<file path="src/hw/arm_cfg.svh">
`ifndef ARM_CFG_SVH
`define ARM_CFG_SVH

// datapath
`define ARM_XLEN            32
`define ARM_NREGS           16

// fetch to execute decoupling
`define ARM_QUEUE_DEPTH     2

// program counter
`define ARM_RESET_PC        32'h0000_0000
`define ARM_PC_STEP         32'd4

`endif
</file>
<file path="src/hw/arm_pkg.sv">
`include "arm_cfg.svh"

package arm_pkg;

    typedef logic [`ARM_XLEN-1:0]   word_t;
    typedef logic [3:0]             reg_code_t;
    typedef logic [3:0]             nzcv_t;         // n z c v, n on top

    // data processing opcodes, bits 24:21
    typedef enum logic [3:0] {
        OP_AND = 4'd0,
        OP_EOR = 4'd1,
        OP_SUB = 4'd2,
        OP_ADD = 4'd4,
        OP_CMP = 4'd10,
        OP_ORR = 4'd12,
        OP_MOV = 4'd13
    } alu_op_t;

    // condition field, bits 31:28
    typedef enum logic [3:0] {
        COND_EQ = 4'd0,
        COND_NE = 4'd1,
        COND_CS = 4'd2,
        COND_CC = 4'd3,
        COND_MI = 4'd4,
        COND_PL = 4'd5,
        COND_AL = 4'd14
    } cond_t;

    typedef struct packed {
        word_t      pc;
        word_t      inst;
    } fetch_t;

    typedef struct packed {
        word_t      pc;
        logic       executed;                       // cond passed, opcode known
        logic       wr_en;
        reg_code_t  rd;
        word_t      value;                          // zero when nothing written
        nzcv_t      nzcv;
    } retire_t;

endpackage

</file>
<file path="src/hw/armv4_core.sv">
`timescale 1ns/10ps

module armv4_core (
    input  logic                clk,
    input  logic                i_rst_n,

    // rom bus
    output logic                o_rom_en,
    output arm_pkg::word_t      o_rom_addr,
    input  arm_pkg::word_t      i_rom_data,

    // retire port
    output arm_pkg::retire_t    o_retire,
    output logic                o_retire_valid,
    input  logic                i_retire_ready
);
    arm_pkg::fetch_t            fetch_data;
    logic                       fetch_valid;
    logic                       fetch_ready;
    arm_pkg::fetch_t            queue_data;
    logic                       queue_valid;
    logic                       queue_ready;

    fetch_unit fetch_unit_0 (
        .clk                (clk                    ),
        .i_rst_n            (i_rst_n                ),
        .o_rom_en           (o_rom_en               ),
        .o_rom_addr         (o_rom_addr             ),
        .i_rom_data         (i_rom_data             ),
        .o_fetch            (fetch_data             ),
        .o_fetch_valid      (fetch_valid            ),
        .i_fetch_ready      (fetch_ready            )
    );

    inst_queue inst_queue_0 (
        .clk                (clk                    ),
        .i_rst_n            (i_rst_n                ),
        .i_push             (fetch_data             ),
        .i_push_valid       (fetch_valid            ),
        .o_push_ready       (fetch_ready            ),
        .o_pop              (queue_data             ),
        .o_pop_valid        (queue_valid            ),
        .i_pop_ready        (queue_ready            )
    );

    exec_unit exec_unit_0 (
        .clk                (clk                    ),
        .i_rst_n            (i_rst_n                ),
        .i_inst             (queue_data             ),
        .i_inst_valid       (queue_valid            ),
        .o_inst_ready       (queue_ready            ),
        .o_retire           (o_retire               ),
        .o_retire_valid     (o_retire_valid         ),
        .i_retire_ready     (i_retire_ready         )
    );
endmodule

</file>
<file path="src/hw/exec_unit.sv">
`timescale 1ns/10ps
`include "arm_cfg.svh"

module exec_unit (
    input  logic                clk,
    input  logic                i_rst_n,

    input  arm_pkg::fetch_t     i_inst,
    input  logic                i_inst_valid,
    output logic                o_inst_ready,

    output arm_pkg::retire_t    o_retire,
    output logic                o_retire_valid,
    input  logic                i_retire_ready
);
    arm_pkg::cond_t             cond;
    logic                       imm_flag;
    arm_pkg::alu_op_t           opcode;
    logic                       s_flag;
    arm_pkg::reg_code_t         rn_code;
    arm_pkg::reg_code_t         rd_code;
    arm_pkg::reg_code_t         rm_code;
    arm_pkg::word_t             rn_reg;
    arm_pkg::word_t             rm_reg;
    arm_pkg::word_t             op2;

    arm_pkg::nzcv_t             nzcv_q;
    arm_pkg::nzcv_t             nzcv_next;
    logic                       cond_pass;
    logic                       op_supported;
    logic                       executed;
    logic                       wr_en;
    logic                       flags_en;
    logic [`ARM_XLEN:0]         add_sum;
    logic [`ARM_XLEN:0]         sub_diff;
    arm_pkg::word_t             result;
    logic                       carry;
    logic                       overflow;
    logic                       take;
    arm_pkg::retire_t           retire_q;
    logic                       retire_valid_q;

    // ~~~~~~~~~~~~~~~~~~~~~~~~~~~~~~
    // decode and operands
    // ~~~~~~~~~~~~~~~~~~~~~~~~~~~~~~
    assign cond     = arm_pkg::cond_t'(i_inst.inst[31:28]);
    assign imm_flag = i_inst.inst[25];
    assign opcode   = arm_pkg::alu_op_t'(i_inst.inst[24:21]);
    assign s_flag   = i_inst.inst[20];
    assign rn_code  = i_inst.inst[19:16];
    assign rd_code  = i_inst.inst[15:12];
    assign rm_code  = i_inst.inst[3:0];

    reg_file reg_file_0 (
        .clk                (clk                    ),
        .i_rst_n            (i_rst_n                ),
        .i_rn_code          (rn_code                ),
        .i_rm_code          (rm_code                ),
        .o_rn_reg           (rn_reg                 ),
        .o_rm_reg           (rm_reg                 ),
        .i_wr_en            (take && wr_en          ),
        .i_wr_code          (rd_code                ),
        .i_wr_data          (result                 )
    );

    assign op2 = imm_flag ? arm_pkg::word_t'(i_inst.inst[7:0]) : rm_reg;    // no rotate

    // ~~~~~~~~~~~~~~~~~~~~~~~~~~~~~~
    // condition check and alu
    // ~~~~~~~~~~~~~~~~~~~~~~~~~~~~~~
    always_comb begin
        case (cond)
            arm_pkg::COND_EQ: cond_pass = nzcv_q[2];
            arm_pkg::COND_NE: cond_pass = !nzcv_q[2];
            arm_pkg::COND_CS: cond_pass = nzcv_q[1];
            arm_pkg::COND_CC: cond_pass = !nzcv_q[1];
            arm_pkg::COND_MI: cond_pass = nzcv_q[3];
            arm_pkg::COND_PL: cond_pass = !nzcv_q[3];
            arm_pkg::COND_AL: cond_pass = 1'b1;
            default:          cond_pass = 1'b0;
        endcase
    end

    assign add_sum  = {1'b0, rn_reg} + {1'b0, op2};
    assign sub_diff = {1'b0, rn_reg} + {1'b0, ~op2} + 1'b1;    // carry is not borrow

    always_comb begin
        op_supported = 1'b1;
        carry        = nzcv_q[1];                   // logic ops keep c and v
        overflow     = nzcv_q[0];
        case (opcode)
            arm_pkg::OP_AND: result = rn_reg & op2;
            arm_pkg::OP_EOR: result = rn_reg ^ op2;
            arm_pkg::OP_ORR: result = rn_reg | op2;
            arm_pkg::OP_MOV: result = op2;
            arm_pkg::OP_ADD: begin
                result   = add_sum[`ARM_XLEN-1:0];
                carry    = add_sum[`ARM_XLEN];
                overflow = (rn_reg[`ARM_XLEN-1] == op2[`ARM_XLEN-1]) &&
                           (result[`ARM_XLEN-1] != rn_reg[`ARM_XLEN-1]);
            end
            arm_pkg::OP_SUB, arm_pkg::OP_CMP: begin
                result   = sub_diff[`ARM_XLEN-1:0];
                carry    = sub_diff[`ARM_XLEN];
                overflow = (rn_reg[`ARM_XLEN-1] != op2[`ARM_XLEN-1]) &&
                           (result[`ARM_XLEN-1] != rn_reg[`ARM_XLEN-1]);
            end
            default: begin
                result       = '0;
                op_supported = 1'b0;
            end
        endcase
    end

    assign executed  = cond_pass && op_supported;
    assign wr_en     = executed && (opcode != arm_pkg::OP_CMP);
    assign flags_en  = executed && (s_flag || opcode == arm_pkg::OP_CMP);
    assign nzcv_next = flags_en ? {result[`ARM_XLEN-1], (result == '0), carry, overflow}
                                : nzcv_q;

    // ~~~~~~~~~~~~~~~~~~~~~~~~~~~~~~
    // retire register
    // ~~~~~~~~~~~~~~~~~~~~~~~~~~~~~~
    assign o_inst_ready   = !retire_valid_q || i_retire_ready;
    assign take           = i_inst_valid && o_inst_ready;
    assign o_retire       = retire_q;
    assign o_retire_valid = retire_valid_q;

    always_ff @(posedge clk) begin
        if (!i_rst_n) begin
            retire_valid_q <= 1'b0;
            nzcv_q         <= '0;
        end else if (take) begin
            retire_valid_q <= 1'b1;
            nzcv_q         <= nzcv_next;            // same edge as the reg write
        end else if (i_retire_ready) begin
            retire_valid_q <= 1'b0;
        end
    end

    always_ff @(posedge clk) begin
        if (take) begin
            retire_q.pc       <= i_inst.pc;
            retire_q.executed <= executed;
            retire_q.wr_en    <= wr_en;
            retire_q.rd       <= rd_code;
            retire_q.value    <= wr_en ? result : '0;
            retire_q.nzcv     <= nzcv_next;
        end
    end
endmodule

</file>
<file path="src/hw/reg_file.sv">
`timescale 1ns/10ps
`include "arm_cfg.svh"

module reg_file (
    input  logic                clk,
    input  logic                i_rst_n,

    input  arm_pkg::reg_code_t  i_rn_code,
    input  arm_pkg::reg_code_t  i_rm_code,
    output arm_pkg::word_t      o_rn_reg,
    output arm_pkg::word_t      o_rm_reg,

    input  logic                i_wr_en,
    input  arm_pkg::reg_code_t  i_wr_code,
    input  arm_pkg::word_t      i_wr_data
);
    arm_pkg::word_t             regs [`ARM_NREGS];

    assign o_rn_reg = regs[i_rn_code];              // async read
    assign o_rm_reg = regs[i_rm_code];

    always_ff @(posedge clk) begin
        if (!i_rst_n) begin
            for (int i = 0; i < `ARM_NREGS; i++) begin
                regs[i] <= '0;
            end
        end else if (i_wr_en) begin
            regs[i_wr_code] <= i_wr_data;
        end
    end
endmodule

</file>
<file path="src/hw/inst_queue.sv">
`timescale 1ns/10ps
`include "arm_cfg.svh"

module inst_queue #(
    parameter int DEPTH = `ARM_QUEUE_DEPTH
) (
    input  logic                clk,
    input  logic                i_rst_n,

    input  arm_pkg::fetch_t     i_push,
    input  logic                i_push_valid,
    output logic                o_push_ready,

    output arm_pkg::fetch_t     o_pop,
    output logic                o_pop_valid,
    input  logic                i_pop_ready
);
    localparam int PTR_W = (DEPTH > 1) ? $clog2(DEPTH) : 1;
    localparam int CNT_W = $clog2(DEPTH + 1);

    arm_pkg::fetch_t            mem [DEPTH];
    logic [PTR_W-1:0]           wr_ptr;
    logic [PTR_W-1:0]           rd_ptr;
    logic [CNT_W-1:0]           count;
    logic                       push;
    logic                       pop;

    function automatic logic [PTR_W-1:0] next_ptr(input logic [PTR_W-1:0] ptr);
        if (ptr == PTR_W'(DEPTH - 1)) begin
            return '0;
        end
        return ptr + 1'b1;
    endfunction

    assign o_push_ready = (count != CNT_W'(DEPTH));
    assign o_pop_valid  = (count != '0);
    assign o_pop        = mem[rd_ptr];
    assign push         = i_push_valid && o_push_ready;
    assign pop          = o_pop_valid && i_pop_ready;

    always_ff @(posedge clk) begin
        if (!i_rst_n) begin
            wr_ptr <= '0;
            rd_ptr <= '0;
            count  <= '0;
        end else begin
            if (push) wr_ptr <= next_ptr(wr_ptr);
            if (pop) rd_ptr <= next_ptr(rd_ptr);
            case ({push, pop})
                2'b10:   count <= count + 1'b1;
                2'b01:   count <= count - 1'b1;
                default: count <= count;            // both or neither
            endcase
        end
    end

    always_ff @(posedge clk) begin
        if (push) begin
            mem[wr_ptr] <= i_push;
        end
    end
endmodule

</file>
<file path="src/hw/fetch_unit.sv">
`timescale 1ns/10ps
`include "arm_cfg.svh"

module fetch_unit (
    input  logic                clk,
    input  logic                i_rst_n,

    output logic                o_rom_en,
    output arm_pkg::word_t      o_rom_addr,
    input  arm_pkg::word_t      i_rom_data,

    output arm_pkg::fetch_t     o_fetch,
    output logic                o_fetch_valid,
    input  logic                i_fetch_ready
);
    logic                       run;
    arm_pkg::word_t             pc;
    logic                       inflight;
    arm_pkg::word_t             inflight_pc;
    logic                       held;
    arm_pkg::fetch_t            held_slot;
    logic                       slot_free;

    // slot shows the rom word in its return cycle, the held copy after that
    assign o_fetch_valid = inflight || held;
    assign slot_free     = !o_fetch_valid || i_fetch_ready;
    assign o_rom_en      = run && slot_free;
    assign o_rom_addr    = pc;

    always_comb begin
        if (held) begin
            o_fetch = held_slot;
        end else begin
            o_fetch.pc   = inflight_pc;
            o_fetch.inst = i_rom_data;
        end
    end

    always_ff @(posedge clk) begin
        if (!i_rst_n) begin
            run      <= 1'b0;
            pc       <= `ARM_RESET_PC;
            inflight <= 1'b0;
            held     <= 1'b0;
        end else begin
            run      <= 1'b1;                       // first request after reset release
            inflight <= o_rom_en;
            if (o_rom_en) begin
                pc <= pc + `ARM_PC_STEP;
            end
            if (inflight && !i_fetch_ready) begin
                held <= 1'b1;                       // word not taken, keep a copy
            end else if (i_fetch_ready) begin
                held <= 1'b0;
            end
        end
    end

    always_ff @(posedge clk) begin
        if (o_rom_en) begin
            inflight_pc <= pc;
        end
        if (inflight && !i_fetch_ready) begin
            held_slot <= o_fetch;
        end
    end
endmodule

</file>
<file path="config.mk">
export PLATFORM = sky130hd
export DESIGN_NAME = armv4_core
export DESIGN_NICKNAME = d
export VERILOG_FILES = /design/src/hw/arm_pkg.sv /design/src/hw/armv4_core.sv /design/src/hw/exec_unit.sv /design/src/hw/reg_file.sv /design/src/hw/inst_queue.sv /design/src/hw/fetch_unit.sv
export VERILOG_INCLUDE_DIRS = /design/src /design/src/hw
export SDC_FILE = /design/constraint.sdc
export NUM_CORES = 2
export LEC_CHECK = 0
export ABC_AREA = 1
export BUFFER_PORTS_ARGS = -buffer_cell sky130_fd_sc_hd__buf_2
export CORE_MARGIN = 3
export CORE_UTILIZATION = 25
export CTS_BUF_LIST = sky130_fd_sc_hd__clkbuf_2 sky130_fd_sc_hd__clkbuf_4 sky130_fd_sc_hd__clkbuf_8
export CTS_CLUSTER_SIZE = 10
export DETAILED_ROUTE_END_ITERATION = 10
export PLACE_DENSITY = 0.44
export SLEW_MARGIN = 20
export SYNTH_ARGS = -nofsm -noshare
export SYNTH_HDL_FRONTEND = slang
export SYNTH_SLANG_ARGS = --single-unit
export TNS_END_PERCENT = 30
</file>
<file path="constraint.sdc">
create_clock -name clk -period 12.1 [get_ports clk]
set_clock_uncertainty 0.2 [all_clocks]
set_input_delay 1.815 -clock clk [delete_from_list [all_inputs] [get_ports clk]]
set_output_delay 1.815 -clock clk [all_outputs]
set_load 0.005 [all_outputs]
</file>
==> results.sh <==
export IMPL_synth_top_family_by_area="simple AND/OR/NAND/NOR gates"
export IMPL_fmax_mhz=115
export IMPL_pwr_share_seq_pct=22.9
export IMPL_core_mm2=0.184
export IMPL_ctsHoldBuffers=0
export IMPL_tns_ns=0
export IMPL_antenna_found_initial=5
export IMPL_comb_power_share_pct=59.7
export IMPL_max_stage_delay_ns=0.85
export IMPL_overflow=0
export IMPL_place_area_mm2=0.0492
export IMPL_fillers=19561
export IMPL_layout_drive_gt1_share_pct=10.8
export IMPL_clkPwrFrac_pct=17.4
export IMPL_synthXorXnorAreaFrac_pct=0.113
export IMPL_grt_start_max_net_pins=134
export IMPL_synth_edf_count=790
export IMPL_hold_class="reg2reg"
export IMPL_cts_sinks=833
export IMPL_die_area_mm2=0.191
export IMPL_muxShareOfSynthArea_pct=0.0432
export IMPL_synthAdderAreaFrac_pct=2.46
export IMPL_syn_to_final_growth_pct=12.8
export IMPL_cts_root_buf="clkbuf_8"
export IMPL_rows=157
export IMPL_power_density_mw_per_mm2=304
export IMPL_critPathLaunchType="register"
export IMPL_cts_tree="done"
export IMPL_synth_avg_cell_area_um2=8.47
export IMPL_internal_power_mw=7.23
export IMPL_yosysSeqAreaShare_pct=53.0
export IMPL_clock_path_buffers=3
export IMPL_post_route_period_util_pct=72.0
export IMPL_ant_nets=0
export IMPL_post_dp_hpwl_um=113000
export IMPL_syn_inst=5472
export IMPL_first_iter_violations=4047
export IMPL_worst_setup_path_end_kind="register"
export IMPL_cts_made_buffers=153
export IMPL_outcome="complete, no violations"
export IMPL_ir_drop_mv=0.190
export IMPL_avgViaCountPerCell=4.86
export IMPL_drt_wl_total_um=184000
export IMPL_yosysWarnings=0
export IMPL_dp_cells=7805
export IMPL_grt_pass1_wl_um=263000
export IMPL_die_x_um=437
export IMPL_rsz0062_at_grt="false"
export IMPL_crit_chain="inv_4, nand2_1, nand2_8, buf_4, nand2_1, a32o_1, o221ai_1, nand2_1, ha_1, inv_1, a21oi_1, a21boi_0, nor2_1, a2111oi_1, nand3_1, nand2_1, nand3_1, nand2_1, clkinv_2, nand3_1, nor2_1, nand2_1, nand2_1"
export IMPL_critPathRequiredTime_ns=12.52
export IMPL_place_gp_congestion=0.899
export IMPL_slew_limit_headroom_pct=28.3
export IMPL_h_tree_depth=4
export IMPL_fin_nets=5621
export IMPL_start_util_pct=25.2
export IMPL_hold_viol_final=0
export IMPL_vias=39291
export IMPL_r2r_setup_slack_ns=3.38
export IMPL_tightest_slew_ns=1.06
export IMPL_track_usage_pct=18.7
export IMPL_drt_first_pass_iters=9
export IMPL_final_area_mm2=0.0523
export IMPL_switching_share_pct=54.5
export IMPL_syn_area_mm2=0.0464
export IMPL_synth_compound_area_share_pct=11.9
export IMPL_p_switching_mw=8.67
export IMPL_ys_flop_type="edfxtp_1"
export IMPL_setup_viol=0
export IMPL_setup_worst_path_class="reg2reg"
export IMPL_clkTransAtPathRegs_ns=0.06
export IMPL_ys_top_cells_by_area="edfxtp_1 51%, nand2_1 10%, nor2_1 5.7%, nand3_1 5.3%, inv_1 4.6%"
export IMPL_wl_per_cell_um=22.8
export IMPL_cellLeakagePower_nw=20.7
export IMPL_path_common_cell="nand2_1"
export IMPL_cp_slowest_cell="buf_4"
export IMPL_finalNonFillerCells=8078
export IMPL_holdCritStartpoint="inst_queue_0.rd_ptr"
export IMPL_synth_cell_type_count=65
export IMPL_finalMaxSlewViolations=0
export IMPL_ys_ff_latch=833
export IMPL_synth_top_area_share_pct=51.2
export IMPL_crit_fanout=114
export IMPL_synth_simple_area_share_pct=23.9
export IMPL_io_pins=143
export IMPL_worstSkewPairLatency_ns=0.89
export IMPL_post_cts_buffers=0
export IMPL_die_height_um=437
export IMPL_maxCapViolCount=0
export IMPL_ctsResizeCount=0
export IMPL_synthArstFlopShare_pct=0
export IMPL_synth_top_area_cell="edfxtp_1"
export IMPL_drcViolationCount=0
export IMPL_grt_pass1_vias=38050
export IMPL_finalCriticalPeriod_ns=8.72
export IMPL_io_buffers=134
export IMPL_arrival_ns=9.14
worst paths after layout:
path / end / cells past startpoint
hold / removal: register / 1
hold reg to reg: register / 1
setup / recovery: exec_unit_0.o_retire[2] / 23
setup reg to reg: exec_unit_0.o_retire[2] / 23
critical path, delay by kind of cell, from the launching register on:
family | cells | cell delay, ns
AND/OR/NAND/NOR | 13 | 3.11
buffers and inverters | 4 | 1.96
AO/OA/AOI/OAI | 5 | 1.89
adder cells (fa/ha/maj) | 1 | 0.59
flip-flops | 1 | 0.47
cell families (layout without fill, tap and decap cells):
| group | Yosys count | count (layout) |
|---|---|---|
| simple gates | 2639 | 2639 |
| buf+inv | 961 | 1099 |
| compound gates | 940 | 940 |
| flops | 833 | 833 |
| fa+ha+maj | 90 | 90 |
| xor+xnor | 6 | 6 |
| mux | 2 | 2 |
| other cells | 1 | 5 |
cell usage in the layout (no fill, tap or decap), drive strengths merged, types with 6 or more instances in the layout:
cell / count
inv: 614
dfxtp: 43
ha: 88
clkinv: 58
o21bai: 6
nor3: 43
a21oi: 308
o221ai: 32
a32o: 16
nor4: 7
nand4: 24
o21ai: 359
o211ai: 154
a31oi: 6
o22ai: 27
edfxtp: 790
or2: 10
nand3: 498
nand2: 1316
clkbuf: 218
buf: 204
o2111ai: 7
nor2: 733
cell type report:
type | count | area (um2) | area share [%]
Clock buffer | 218 | 2650 | 5.07
Sequential cell | 833 | 24600 | 47.0
Multi-Input combinational cell | 3679 | 18000 | 34.3
Tap cell | 2464 | 3080 | 5.90
Timing Repair Buffer | 204 | 1250 | 2.38
Clock inverter | 52 | 418 | 0.799
Inverter | 625 | 2350 | 4.49
Antenna cell | 3 | 7.51 | 0.0144
through the flow:
step | util, % | power [mW] | setup WS, ns | hold slack, ns
2_1_floorplan | - | 9.62 | 3.14 | 0.226
3_3_place_gp | 26.8 | 13.1 | 3.37 | 0.223
3_5_place_dp | 26.8 | 13.1 | 3.30 | 0.231
4_1_cts | 28.5 | 15.9 | 3.30 | 0.235
5_1_grt | 28.5 | 16.9 | 2.79 | 0.262
6_report | 28.5 | 15.9 | 3.38 | 0.234
cells in the mapped netlist, drive strengths merged (16+ instances only):
master	n
nand2	1316
edfxtp	790
nor2	733
inv	605
nand3	498
o21ai	359
a21oi	308
buf	181
clkbuf	155
o211ai	154
ha	88
dfxtp	43
nor3	43
o221ai	32
o22ai	27
nand4	24
clkinv	20
a32o	16
flip-flops by register name, indices dropped and copies added, names as in the netlist, named ones only:
register                     count
fetch_unit_0.o_rom_addr         30
fetch_unit_0.inflight_pc        30
fetch_unit_0.inflight            1
exec_unit_0.o_retire_valid       1
fetch_unit_0.run                 1
inst_queue_0.rd_ptr              1
inst_queue_0.mem               116
fetch_unit_0.held_slot          58
exec_unit_0.reg_file_0.regs    512
fetch_unit_0.held                1
inst_queue_0.count               2
exec_unit_0.o_retire            74
exec_unit_0.nzcv_q               4
inst_queue_0.wr_ptr              1
layer usage:
metal	share of wire, %	routed length [um]	track usage (%)
met5	0.0071	13	0
met4	4.2	7650	8.01
met3	7.1	13100	3.48
met2	45	82700	29.5
met1	44	80400	25.1
power groups by stage:
| stage | Clock (mW) | Combinational (mW) | Sequential (mW) |
|---|---|---|---|
| after floorplan | 0 | 5.92 | 3.70 |
| after global placement | 0 | 9.36 | 3.70 |
| after detailed placement | 0 | 9.38 | 3.71 |
| after CTS | 2.85 | 9.41 | 3.65 |
| after global routing | 2.98 | 10.3 | 3.67 |
| final | 2.77 | 9.48 | 3.64 |
Note: power is estimated with default switching activity, not from simulation.
